==> config.mk <==
export PLATFORM = sky130hd
export DESIGN_NAME = fc_core
export DESIGN_NICKNAME = d
export VERILOG_FILES = /design/src/rtl/fc_num_pkg.sv /design/src/rtl/fc_beat_pkg.sv /design/src/rtl/fc_beat_decode.sv /design/src/rtl/fc_core.sv /design/src/rtl/fc_mac_array.sv /design/src/rtl/fc_result.sv /design/src/rtl/mac_lane.sv
export SDC_FILE = /design/constraint.sdc
export NUM_CORES = 2
export LEC_CHECK = 0
export ABC_CLOCK_PERIOD_IN_PS = 6500
export BUFFER_PORTS_ARGS = -buffer_cell sky130_fd_sc_hd__buf_2
export CORE_ASPECT_RATIO = 1.5
export CORE_UTILIZATION = 62
export DETAILED_ROUTE_END_ITERATION = 8
export PLACE_DENSITY = 0.83
export SLEW_MARGIN = 40
export SYNTH_ARGS = -nofsm -noshare
export SYNTH_HDL_FRONTEND = slang
export SYNTH_SLANG_ARGS = --single-unit
==> constraint.sdc <==
create_clock -name clk -period 6.5 [get_ports clk]
set_clock_uncertainty 0.1 [all_clocks]
set_input_delay 0.65 -clock clk [delete_from_list [all_inputs] [get_ports clk]]
set_output_delay 0.65 -clock clk [all_outputs]
set_load 0.01 [all_outputs]
==> src/rtl/fc_num_pkg.sv <==
/*
  Numeric formats of the FC core. Features, weights and biases are signed bytes.
  The accumulator is 28 bits wide. Quantized outputs are 7 bits wide in a byte.
*/
package fc_num_pkg;

  ////////////////////////////////////////////////////////////////////////////
  // Widths and constants
  ////////////////////////////////////////////////////////////////////////////

  localparam int ACC_W = 28;

  // Lowest accumulator bit kept by the requantizer
  localparam int QUANT_SHIFT = 6;

  // Saturation level after ReLU
  localparam int QUANT_MAX = 127;

  // Lane pipeline registers in front of the accumulator
  localparam int MUL_STAGES = 8;

  ////////////////////////////////////////////////////////////////////////////
  // Data types
  ////////////////////////////////////////////////////////////////////////////

  typedef logic signed [7:0] act_t;
  typedef logic signed [7:0] weight_t;

  // Magnitude of a signed byte, so -128 maps to 128
  typedef logic [7:0] mag_t;

  // Magnitude product is at most 2**14, so the signed product fits in 16 bits
  typedef logic signed [15:0] prod_t;

  typedef logic signed [ACC_W-1:0] acc_t;

  typedef logic [7:0] qout_t;

endpackage

==> src/rtl/fc_beat_pkg.sv <==
/*
  Beat and lane records passed between the decode, execute and result steps.
  The lane count is fixed here, since packed struct fields need a constant.
*/
package fc_beat_pkg;

  import fc_num_pkg::*;

  localparam int LANES = 4;

  // One input beat. One feature is broadcast to all lanes, with one weight per lane
  typedef struct packed {
    act_t                   feature;
    weight_t [LANES-1:0]    weights;
    logic                   first;
    logic                   last;
  } fc_beat_t;

  // Sign and magnitude operands of one lane multiply
  typedef struct packed {
    logic   sign;
    mag_t   a_mag;
    mag_t   b_mag;
  } lane_op_t;

  typedef struct packed {
    lane_op_t [LANES-1:0]   lanes;
    logic                   first;
    logic                   last;
    logic                   valid;
  } dec_beat_t;

  // Biases use the weight byte format
  typedef weight_t [LANES-1:0] bias_vec_t;

endpackage

==> src/rtl/fc_beat_decode.sv <==
`timescale 1ns/1ps
/*
  Registers one beat per valid cycle and splits each lane into sign and magnitudes.
  The bias is only taken on a beat whose last flag is set.
*/
module fc_beat_decode (
  input  logic                    clk,
  input  logic                    rstn,
  input  logic                    in_valid,
  input  fc_beat_pkg::fc_beat_t   in_beat,
  input  fc_beat_pkg::bias_vec_t  in_bias,
  output fc_beat_pkg::dec_beat_t  dec,
  output fc_beat_pkg::bias_vec_t  dec_bias
);
  import fc_num_pkg::*;
  import fc_beat_pkg::*;

  logic                   vld_q;
  logic                   first_q;
  logic                   last_q;
  lane_op_t [LANES-1:0]   ops_q;

  // Weights go through here too, they share the byte format
  function automatic mag_t magnitude(act_t v);
    return v[7] ? mag_t'(~v + 8'sd1) : mag_t'(v);
  endfunction

  always_ff @(posedge clk) begin
    if (!rstn) begin
      vld_q <= 1'b0;
    end else begin
      vld_q <= in_valid;
    end
  end

  always_ff @(posedge clk) begin
    if (in_valid) begin
      first_q <= in_beat.first;
      last_q  <= in_beat.last;
      for (int i = 0; i < LANES; i++) begin
        // A zero operand with a negative sign still yields zero after negation
        ops_q[i].sign  <= in_beat.feature[7] ^ in_beat.weights[i][7];
        ops_q[i].a_mag <= magnitude(in_beat.feature);
        ops_q[i].b_mag <= magnitude(in_beat.weights[i]);
      end
      if (in_beat.last) begin
        dec_bias <= in_bias;
      end
    end
  end

  assign dec = '{lanes: ops_q, first: first_q, last: last_q, valid: vld_q};

  // Flags of an accepted beat must be known, else lanes load or add garbage
  a_flags_known: assert property (@(posedge clk) disable iff (!rstn)
    in_valid |-> !$isunknown({in_beat.first, in_beat.last}));

endmodule

==> src/rtl/fc_core.sv <==
`timescale 1ns/1ps
/*
  FC layer core with four lanes. out_valid follows a last beat by 11 cycles.
  There is no back-pressure, so results must be taken when they appear.
*/
module fc_core #(
  parameter int IDX_W = $clog2(fc_beat_pkg::LANES)
) (
  input  logic                                        clk,
  input  logic                                        rstn,
  input  logic                                        in_valid,
  input  fc_beat_pkg::fc_beat_t                       in_beat,
  input  fc_beat_pkg::bias_vec_t                      in_bias,
  output logic                                        out_valid,
  output fc_num_pkg::qout_t [fc_beat_pkg::LANES-1:0]  out_q,
  output logic [IDX_W-1:0]                            out_idx
);
  import fc_num_pkg::*;
  import fc_beat_pkg::*;

  dec_beat_t          dec;
  bias_vec_t          dec_bias;
  logic               acc_valid;
  acc_t [LANES-1:0]   acc;
  bias_vec_t          acc_bias;

  fc_beat_decode u_decode (
    .clk      (clk),
    .rstn     (rstn),
    .in_valid (in_valid),
    .in_beat  (in_beat),
    .in_bias  (in_bias),
    .dec      (dec),
    .dec_bias (dec_bias)
  );

  fc_mac_array u_execute (
    .clk       (clk),
    .rstn      (rstn),
    .dec       (dec),
    .dec_bias  (dec_bias),
    .acc_valid (acc_valid),
    .acc       (acc),
    .acc_bias  (acc_bias)
  );

  fc_result #(
    .IDX_W (IDX_W)
  ) u_result (
    .clk       (clk),
    .rstn      (rstn),
    .acc_valid (acc_valid),
    .acc       (acc),
    .acc_bias  (acc_bias),
    .out_valid (out_valid),
    .out_q     (out_q),
    .out_idx   (out_idx)
  );

endmodule

==> src/rtl/fc_mac_array.sv <==
`timescale 1ns/1ps
/*
  Four multiply-accumulate lanes fed by one decoded beat.
  acc_valid marks the cycle where a vector's last beat has reached the sums.
*/
module fc_mac_array (
  input  logic                                      clk,
  input  logic                                      rstn,
  input  fc_beat_pkg::dec_beat_t                    dec,
  input  fc_beat_pkg::bias_vec_t                    dec_bias,
  output logic                                      acc_valid,
  output fc_num_pkg::acc_t [fc_beat_pkg::LANES-1:0] acc,
  output fc_beat_pkg::bias_vec_t                    acc_bias
);
  import fc_num_pkg::*;
  import fc_beat_pkg::*;

  // Lane pipeline plus the accumulator register
  localparam int DEPTH = MUL_STAGES + 1;

  logic [DEPTH-1:0]   last_pipe;
  bias_vec_t          bias_pipe [DEPTH];

  for (genvar i = 0; i < LANES; i++) begin : g_lane
    mac_lane u_lane (
      .clk      (clk),
      .rstn     (rstn),
      .op_valid (dec.valid),
      .op       (dec.lanes[i]),
      .first    (dec.first),
      .acc      (acc[i])
    );
  end

  ////////////////////////////////////////////////////////////////////////////
  // Side band delay line
  ////////////////////////////////////////////////////////////////////////////

  always_ff @(posedge clk) begin
    if (!rstn) begin
      last_pipe <= '0;
    end else begin
      last_pipe <= {last_pipe[DEPTH-2:0], dec.valid & dec.last};
    end
  end

  // dec_bias only changes on last beats, so the tap lines up with the vector end
  always_ff @(posedge clk) begin
    bias_pipe[0] <= dec_bias;
    for (int k = 1; k < DEPTH; k++) begin
      bias_pipe[k] <= bias_pipe[k-1];
    end
  end

  assign acc_valid = last_pipe[DEPTH-1];
  assign acc_bias  = bias_pipe[DEPTH-1];

endmodule

==> src/rtl/fc_result.sv <==
`timescale 1ns/1ps
/*
  Bias add, ReLU requantization and argmax in two register stages.
  Sums are taken at the edge that ends acc_valid, before the next vector lands.
*/
module fc_result #(
  parameter int IDX_W = 2
) (
  input  logic                                        clk,
  input  logic                                        rstn,
  input  logic                                        acc_valid,
  input  fc_num_pkg::acc_t  [fc_beat_pkg::LANES-1:0]  acc,
  input  fc_beat_pkg::bias_vec_t                      acc_bias,
  output logic                                        out_valid,
  output fc_num_pkg::qout_t [fc_beat_pkg::LANES-1:0]  out_q,
  output logic [IDX_W-1:0]                            out_idx
);
  import fc_num_pkg::*;
  import fc_beat_pkg::*;

  // Output bits kept below the saturation level
  localparam int KEEP_W = $clog2(QUANT_MAX + 1);

  logic                 sum_valid;
  acc_t  [LANES-1:0]    sum_q;
  qout_t [LANES-1:0]    q_next;
  qout_t                best;
  logic [IDX_W-1:0]     idx_next;

  // Negative gives zero and anything above the kept window saturates
  function automatic qout_t requant(acc_t s);
    if (s[ACC_W-1]) begin
      return '0;
    end
    if (|s[ACC_W-2:QUANT_SHIFT+KEEP_W]) begin
      return qout_t'(QUANT_MAX);
    end
    return qout_t'(s[QUANT_SHIFT+KEEP_W-1:QUANT_SHIFT]);
  endfunction

  ////////////////////////////////////////////////////////////////////////////
  // Stage one adds the biases
  ////////////////////////////////////////////////////////////////////////////

  always_ff @(posedge clk) begin
    if (!rstn) begin
      sum_valid <= 1'b0;
    end else begin
      sum_valid <= acc_valid;
    end
  end

  always_ff @(posedge clk) begin
    if (acc_valid) begin
      for (int i = 0; i < LANES; i++) begin
        sum_q[i] <= acc[i] + acc_bias[i];
      end
    end
  end

  ////////////////////////////////////////////////////////////////////////////
  // Stage two quantizes and picks the index
  ////////////////////////////////////////////////////////////////////////////

  // Strict compare keeps the lowest index on a tie
  always_comb begin
    for (int i = 0; i < LANES; i++) begin
      q_next[i] = requant(sum_q[i]);
    end
    best     = q_next[0];
    idx_next = '0;
    for (int i = 1; i < LANES; i++) begin
      if (q_next[i] > best) begin
        best     = q_next[i];
        idx_next = IDX_W'(i);
      end
    end
  end

  always_ff @(posedge clk) begin
    if (!rstn) begin
      out_valid <= 1'b0;
    end else begin
      out_valid <= sum_valid;
    end
  end

  always_ff @(posedge clk) begin
    if (sum_valid) begin
      out_q   <= q_next;
      out_idx <= idx_next;
    end
  end

  // A vector end needs known sums and biases, which a missing first beat leaves as X
  a_sums_known: assert property (@(posedge clk) disable iff (!rstn)
    acc_valid |-> !$isunknown({acc, acc_bias}));

endmodule

==> src/rtl/mac_lane.sv <==
`timescale 1ns/1ps
/*
  Sign and magnitude multiplier with a 28-bit accumulator. A beat reaches the
  accumulator MUL_STAGES cycles after the edge that captures op. No stall.
*/
module mac_lane (
  input  logic                    clk,
  input  logic                    rstn,
  input  logic                    op_valid,
  input  fc_beat_pkg::lane_op_t   op,
  input  logic                    first,
  output fc_num_pkg::acc_t        acc
);
  import fc_num_pkg::*;

  logic [MUL_STAGES-1:0]  vld_pipe;
  logic [MUL_STAGES-1:0]  first_pipe;
  logic [MUL_STAGES-2:0]  sign_pipe;

  mag_t         pp_q   [8];
  logic [5:0]   lo2_q  [4];
  logic [2:0]   hi2a_q [4];
  logic [3:0]   hi2b_q [4];
  logic [9:0]   sum3_q [4];
  logic [7:0]   lo4_q  [2];
  logic [2:0]   hi4a_q [2];
  logic [4:0]   hi4b_q [2];
  logic [11:0]  sum5_q [2];
  logic [9:0]   lo6_q;
  logic [2:0]   hi6a_q;
  logic [6:0]   hi6b_q;
  logic [16:0]  mag7_q;
  prod_t        prod_q;

  always_ff @(posedge clk) begin
    if (!rstn) begin
      vld_pipe <= '0;
    end else begin
      vld_pipe <= {vld_pipe[MUL_STAGES-2:0], op_valid};
    end
  end

  ////////////////////////////////////////////////////////////////////////////
  // Magnitude tree
  ////////////////////////////////////////////////////////////////////////////

  always_ff @(posedge clk) begin
    first_pipe <= {first_pipe[MUL_STAGES-2:0], first};
    sign_pipe  <= {sign_pipe[MUL_STAGES-3:0], op.sign};

    // Row k is the multiplicand weighted by 2**k
    for (int k = 0; k < 8; k++) begin
      pp_q[k] <= op.b_mag[k] ? op.a_mag : '0;
    end

    // Row pairs add their low bits first and the upper bits one cycle later
    for (int k = 0; k < 4; k++) begin
      lo2_q[k]  <= pp_q[2*k][4:0] + {pp_q[2*k+1][3:0], 1'b0};
      hi2a_q[k] <= pp_q[2*k][7:5];
      hi2b_q[k] <= pp_q[2*k+1][7:4];
    end
    for (int k = 0; k < 4; k++) begin
      sum3_q[k] <= {5'(hi2a_q[k] + hi2b_q[k] + lo2_q[k][5]), lo2_q[k][4:0]};
    end

    // Pairs of pairs are offset by two bits
    for (int j = 0; j < 2; j++) begin
      lo4_q[j]  <= sum3_q[2*j][6:0] + {sum3_q[2*j+1][4:0], 2'b0};
      hi4a_q[j] <= sum3_q[2*j][9:7];
      hi4b_q[j] <= sum3_q[2*j+1][9:5];
    end
    for (int j = 0; j < 2; j++) begin
      sum5_q[j] <= {5'(hi4a_q[j] + hi4b_q[j] + lo4_q[j][7]), lo4_q[j][6:0]};
    end

    // Final halves are offset by four bits
    lo6_q  <= sum5_q[0][8:0] + {sum5_q[1][4:0], 4'b0};
    hi6a_q <= sum5_q[0][11:9];
    hi6b_q <= sum5_q[1][11:5];
    mag7_q <= {8'(hi6a_q + hi6b_q + lo6_q[9]), lo6_q[8:0]};

    // Sign applied by two's complement
    prod_q <= sign_pipe[MUL_STAGES-2] ? prod_t'(~mag7_q[15:0] + 16'd1)
                                      : prod_t'(mag7_q[15:0]);
  end

  ////////////////////////////////////////////////////////////////////////////
  // Accumulator
  ////////////////////////////////////////////////////////////////////////////

  // The first beat of a vector loads and the rest add
  always_ff @(posedge clk) begin
    if (vld_pipe[MUL_STAGES-1]) begin
      if (first_pipe[MUL_STAGES-1]) begin
        acc <= acc_t'(prod_q);
      end else begin
        acc <= acc + prod_q;
      end
    end
  end

  // 128 x 128 is the largest magnitude product, so the tree never exceeds 2**14
  a_mag_no_overflow: assert property (@(posedge clk) disable iff (!rstn)
    vld_pipe[MUL_STAGES-2] |-> mag7_q <= 17'd16384);

endmodule

# == After elaboration in Yosys (flattened, before gate mapping) ==
# Memories as Yosys holds them, arrays and structs flattened.
# Index checks and enable logic that the tools add are counted.
# totals
n_memories,37
ramBits,1136
out_inout_bits,35
elab_cells,308
regBits,648
input_bits,77
# op_classes
n_mux,77
n_reduce_logical,6
add_sub_neg,101
order_cmp,3
bitwise,14
# memory_table
memory,depth,width,read_ports,rd_ports_with_merged_regs,wr,line,rtl
u_execute.bias_pipe,9,32,9,0,9,fc_mac_array.sv:22,bias_vec_t bias_pipe [DEPTH];
u_execute.g_lane[0].u_lane.pp_q,8,8,8,0,8,mac_lane.sv:20,mag_t pp_q [8];
u_execute.g_lane[1].u_lane.pp_q,8,8,8,0,8,mac_lane.sv:20,
u_execute.g_lane[2].u_lane.pp_q,8,8,8,0,8,mac_lane.sv:20,
u_execute.g_lane[3].u_lane.pp_q,8,8,8,0,8,mac_lane.sv:20,
u_execute.g_lane[0].u_lane.sum3_q,4,10,4,0,4,mac_lane.sv:24,logic [9:0] sum3_q [4];
31 more memories,-,-,-,-,-,-,
# ops
cell,n
8-bit 2-to-1 mux,50
5-bit by 1-bit adder with 5-bit output,24
28-bit by 16-bit adder with 28-bit output,4
28-bit by 8-bit adder with 28-bit output,4
28-bit 2-to-1 mux,4
5-bit by 5-bit adder with 6-bit output,16
3-bit by 4-bit adder with 5-bit output,16
"16-bit by 1-bit adder with 16-bit output, second input constant",4
7-bit by 7-bit adder with 8-bit output,8
16-bit 2-to-1 mux,4
16-bit NOT,4
14-bit OR reduction,4
3-bit by 5-bit adder with 5-bit output,8
"8-bit by 2-bit adder with 8-bit output, second input constant",5
9-bit by 9-bit adder with 10-bit output,4
8-bit NOT,5
7-bit 2-to-1 mux,5
3-bit by 7-bit adder with 7-bit output,4
7-bit by 1-bit adder with 7-bit output,4
8-bit > comparator,3
1-bit 2-to-1 mux,14
1-bit bitwise XOR,4
2-bit AND reduction,1
2-bit OR reduction,1
1-bit AND,1

# == Longest topological paths before layout ==
# logic_depth
word_depth,11
depth_mapped,31
ltp_nobuf,31

# == Cells and area by module ==
# A second synthesis with hierarchy kept.
# hier_totals
hier_cells,5180
area_unflattened_um2,63219.4
# by_module_without_submodules
mod,n_inst,seq_area_each_um2,area_each_um2,cells_each
mac_lane at u_execute.g_lane[2].u_lane,1,6586.3,11149.4,946
mac_lane at u_execute.g_lane[1].u_lane,1,6586.3,11114.4,938
mac_lane at u_execute.g_lane[3].u_lane,1,6586.3,11048.1,922
mac_lane at u_execute.g_lane[0].u_lane,1,6586.3,10978.0,916
fc_result,1,3703.6,9532.9,937
fc_mac_array,1,5945.7,6012.0,306
fc_beat_decode,1,2362.3,3384.5,215

# == Worst setup path after synthesis ==
# Ideal clock, no wire load.
# synth_timing
kind,reg2reg
from,register u_result.sum_q[14] (netlist name)
to,register u_result.out_idx[1] (data pin)
setup_ps,268
required_ps,6132
path_buffers,1
slack_ps,864
arrival_time_ps,5268
stages_incl_launch_ff,31
period_less_slack_ps,5636
cell_sequence,edfxtp_1 > nor4_1 > nand4_1 > nor3b_1 > inv_1 > ha_1 > nand4_1 > nor2_1 > o31ai_2 > mux2i_1 > o2bb2ai_4 > mux2i_1 > ha_1 > nor2b_1 > o21a_1 > o21ai_0 > nand2b_1 > a21oi_1 > o21ai_1 > o21ai_1 > clkbuf_1 > a21o_1 > ha_1 > nor2b_1 > o21a_1 > o21ai_0 > nand2b_1 > a21oi_1 > o21ai_0 > o21ai_0 > nand2_1
# synth_lines
item,line,rtl
"start, declared",fc_result.sv:25,acc_t [LANES-1:0] sum_q;
"start signal, assigned by index",fc_result.sv:56,sum_q[i] <= acc[i] + acc_bias[i];
"end signal, assigned",fc_result.sv:91,out_idx <= idx_next;
"end, declared",fc_result.sv:16,output logic [IDX_W-1:0] out_idx

==> impl_metrics.py <==
metrics = {
    "route": {
        "vias": 34282,
        "vias_per_cell": 5.23,
        "ant_nets": 0,
        "wl_mm": 106,
        "post-route-drc-count": 0,
        "first_pass_iters": 5,
        "wl_per_cell_um": 16.3,
        "drt_iter0_drc": 1573,
    },
    "setup_path": {
        "timing.rr.start": "u_result.sum_q[49]",
        "r2r_end": "u_result.out_idx[0]",
        "path_depth": 31,
        "cp-end-kind": "flip-flop",
        "max_stage_delay_ns": 0.38,
        "worstPathRequired_ns": 6.89,
        "crit_family": "compound AO/OA/AOI/OAI gates",
        "path_max_fanout": 9,
        "slowest_stage": "edfxtp_1",
        "setup.worst_path.start": "u_result.sum_q[49]",
        "cp_data_arrival_time_ns": 6.29,
        "cp-endpoint": "u_result.out_idx[0]",
        "start_kind": "flip-flop",
        "crit_type": "flip-flop to flip-flop",
        "crit_buf_inv": 3,
        "r2r_cells": 31,
        "critPathMostFrequentCell": "o21ai_0",
        "regToRegSetupSlack_ns": 0.59,
    },
    "job": {
        "cap_violations": 0,
    },
    "outcome": {
        "status": "finished clean",
    },
    "logic_synthesis": {
        "netlist_instances": 4913,
        "synth_top_cell_by_area": "dfxtp_1",
        "yosys.area.top_type_share": 0.464,
        "async_flop_share": 0,
        "syn_nets": 5502,
        "yosysSeqAreaShare": 0.620,
        "yosys-top-cells-area": "dfxtp_1 46%, edfxtp_1 16%, ha_1 8.8%, xnor2_1 3.9%, and2_1 3.0%",
        "syn-cell-area_mm2": 0.0604,
        "syn-mean-instance-area_um2": 12.3,
        "ys_seq_elements": 1712,
        "yosys_warnings": 0,
        "ys.flop_type": "dfxtp_1",
        "synth.distinct_cells": 82,
        "synth_edf_count": 312,
    },
    "clocking": {
        "clock_latency_ns": 0.76,
        "cts_tree": "done",
        "ctsRootBufferMaster": "clkbuf_16",
        "cts.sinks": 1712,
        "path_clk_slew_ns": 0.07,
        "clk_path_buf_depth": 3,
        "htree_levels": 4,
        "cts_buffers": 144,
    },
    "finish": {
        "num-nets-final": 5751,
        "fin_util": 0.708,
        "instances_no_fill": 6552,
        "drive_above_1_share": 0.0791,
        "layout-area-overhead-vs-synth_pct": 12.6,
    },
    "sta": {
        "max_freq_mhz": 169,
        "hold_ws_ns": 0.100,
        "slew_headroom": 0.459,
        "setup_viol": 0,
        "finalCritPeriodShare": 0.909,
        "finalWorstSetupSlack_ns": 0.595,
        "hold_viol": 0,
        "slew_violations": 0,
        "tightest_slew_ns": 0.812,
        "fin_crit_ns": 5.91,
    },
    "power_and_ir_drop": {
        "p_leak_uw": 0.0296,
        "pwr_density_cell_mw_per_mm2": 411,
        "peakVddDrop_mv": 0.231,
    },
    "placement": {
        "dp_cells": 6243,
        "gp_congestion": 0.865,
        "dp.final_hpwl_mm": 68.5,
        "io_buffers": 111,
        "dp_slack_ns": 0.391,
    },
    "min_path": {
        "hp-class": "input pin to flip-flop",
    },
    "global_route": {
        "grt_pass1_wl_mm": 175,
        "grt_usage": 0.220,
        "grt_overflow": 0,
        "grt_max_degree": 58,
        "antenna_found_initial": 0,
        "grt_pass1_vias": 35924,
    },
    "die": {
        "rows": 139,
        "dieArea_mm2": 0.0986,
        "start_util": 0.629,
        "design.core.area_mm2": 0.0960,
        "ios": 112,
        "die_y_um": 384,
        "die_w_um": 257,
    },
}
==> Yosys cell counts (13+ instances only) <==
| cell type | number |
|---|---|
| nand4_1 | 31 |
| nand3_1 | 37 |
| o21a_1 | 43 |
| nor4_1 | 16 |
| nand2b_1 | 55 |
| fa_1 | 88 |
| o211ai_1 | 17 |
| edfxtp_1 | 312 |
| xor2_1 | 111 |
| inv_1 | 336 |
| nor2_1 | 199 |
| ha_1 | 424 |
| nor2b_1 | 67 |
| nor3b_1 | 13 |
| clkbuf_1 | 62 |
| o21ai_1 | 85 |
| nor3_1 | 51 |
| a21oi_1 | 220 |
| o31ai_1 | 42 |
| and3_1 | 35 |
| mux2i_1 | 13 |
| dfxtp_1 | 1400 |
| o21ai_0 | 131 |
| a21o_1 | 172 |
| nand2_1 | 213 |
| and2_1 | 290 |
| xnor2_1 | 269 |
| a211oi_1 | 14 |
==> registers in the layout, indices dropped and copies added, names as in the netlist, 64 cells and up <==
signal and cells:
u_execute.g_lane.u_lane.sum5_q 96, u_execute.g_lane.u_lane.pp_q 256, u_execute.g_lane.u_lane.sum3_q 160, u_execute.g_lane.u_lane.prod_q 64, u_execute.g_lane.u_lane.mag7_q 64, u_execute.g_lane.u_lane.lo4_q 64, u_execute.g_lane.u_lane.lo2_q 96, u_execute.bias_pipe 288
u_result.sum_q 88, u_execute.g_lane.u_lane.acc 112, u_execute.g_lane.u_lane.hi2b_q 64
==> worst min path at each step <==
| stage | start | endpoint | cells after the start |
|---|---|---|---|
| global placement | u_execute.bias_pipe[0][52] | u_execute.bias_pipe[0][84] | 0 |
| detailed placement | u_execute.bias_pipe[0][86] | u_execute.bias_pipe[0][118] | 0 |
| floorplan | u_execute.bias_pipe[0][68] | u_execute.bias_pipe[0][100] | 0 |
| CTS | in_beat[32] | u_decode.dec[60] | 2 |
| finish | in_beat[32] | u_decode.dec[60] | 2 |
| global route | in_beat[32] | u_decode.dec[61] | 2 |
==> cell usage in the layout, fill, tap and decap left out, types with 33 or more instances in the layout <==
cell and count:
xnor2_1 269, dfxtp_1 1394, xor2_1 111, nand3_1 37
inv_1 336, a21o_1 172, o31ai_1 42, edfxtp_1 312
dlygate4sd3_1 39, nor2b_1 67, nand2b_1 55, clkbuf_8 33
o21a_1 43, a21oi_1 220, fa_1 88, and3_1 35
clkbuf_16 155, nor2_1 199, ha_1 424, buf_2 111
o21ai_1 85, nand2_1 213, o21ai_0 131, and2_1 289
nor3_1 51
==> report_power, final <==
part	total [uW]	internal [uW]	switching, uW	leakage, uW
registers	13700	12800	919	0.0146
clock network	8950	5170	3790	0.00251
logic	5270	2460	2810	0.0125
==> cell families after synthesis <==
family	share of synthesized area
xor+xnor	0.0551
buf+inv	0.0254
fa+ha+maj	0.117
simple gates	0.0918
flops	0.620
mux	0.00396
compound gates	0.0871
==> per-layer routing <==
metal  routed length [um]  up-vias  track usage
met2                58100      524        0.427
li1                     -    17184            -
met4                 3040        0       0.0776
met5                    0        -            0
met1                42000    16345        0.239
met3                 3310      229       0.0365
==> stage by stage <==
stage | setup TNS (ns) | cell area, um2 | power (uW)
after detailed placement | 0 | 62400 | 19000
final | 0 | 67900 | 27900
after CTS | 0 | 67900 | 28100
after global routing | -0.000907 | 67900 | 29400
after global placement | 0 | 62400 | 18600
after floorplan | 0 | 60400 | 17700
==> area by class of cell <==
| type | instances | area [um2] |
|---|---|---|
| Sequential cell | 1712 | 37400 |
| Clock inverter | 53 | 641 |
| Fill cell | 6130 | 28100 |
| Antenna cell | 1 | 2.50 |
| Tap cell | 1269 | 1590 |
| Clock buffer | 213 | 4430 |
| Inverter | 336 | 1260 |
| Timing Repair Buffer | 174 | 1150 |
| Multi-Input combinational cell | 2794 | 21500 |
==> repair_timing <==
action / CTS / global route
buffers inserted: 0 / 2
gates resized for setup: 0 / 7
hold endpoints to repair: 39 / 0
setup endpoints to repair: 0 / 2
hold buffers: 39 / 0
No activity file was read; power rests on OpenSTA's default activity.
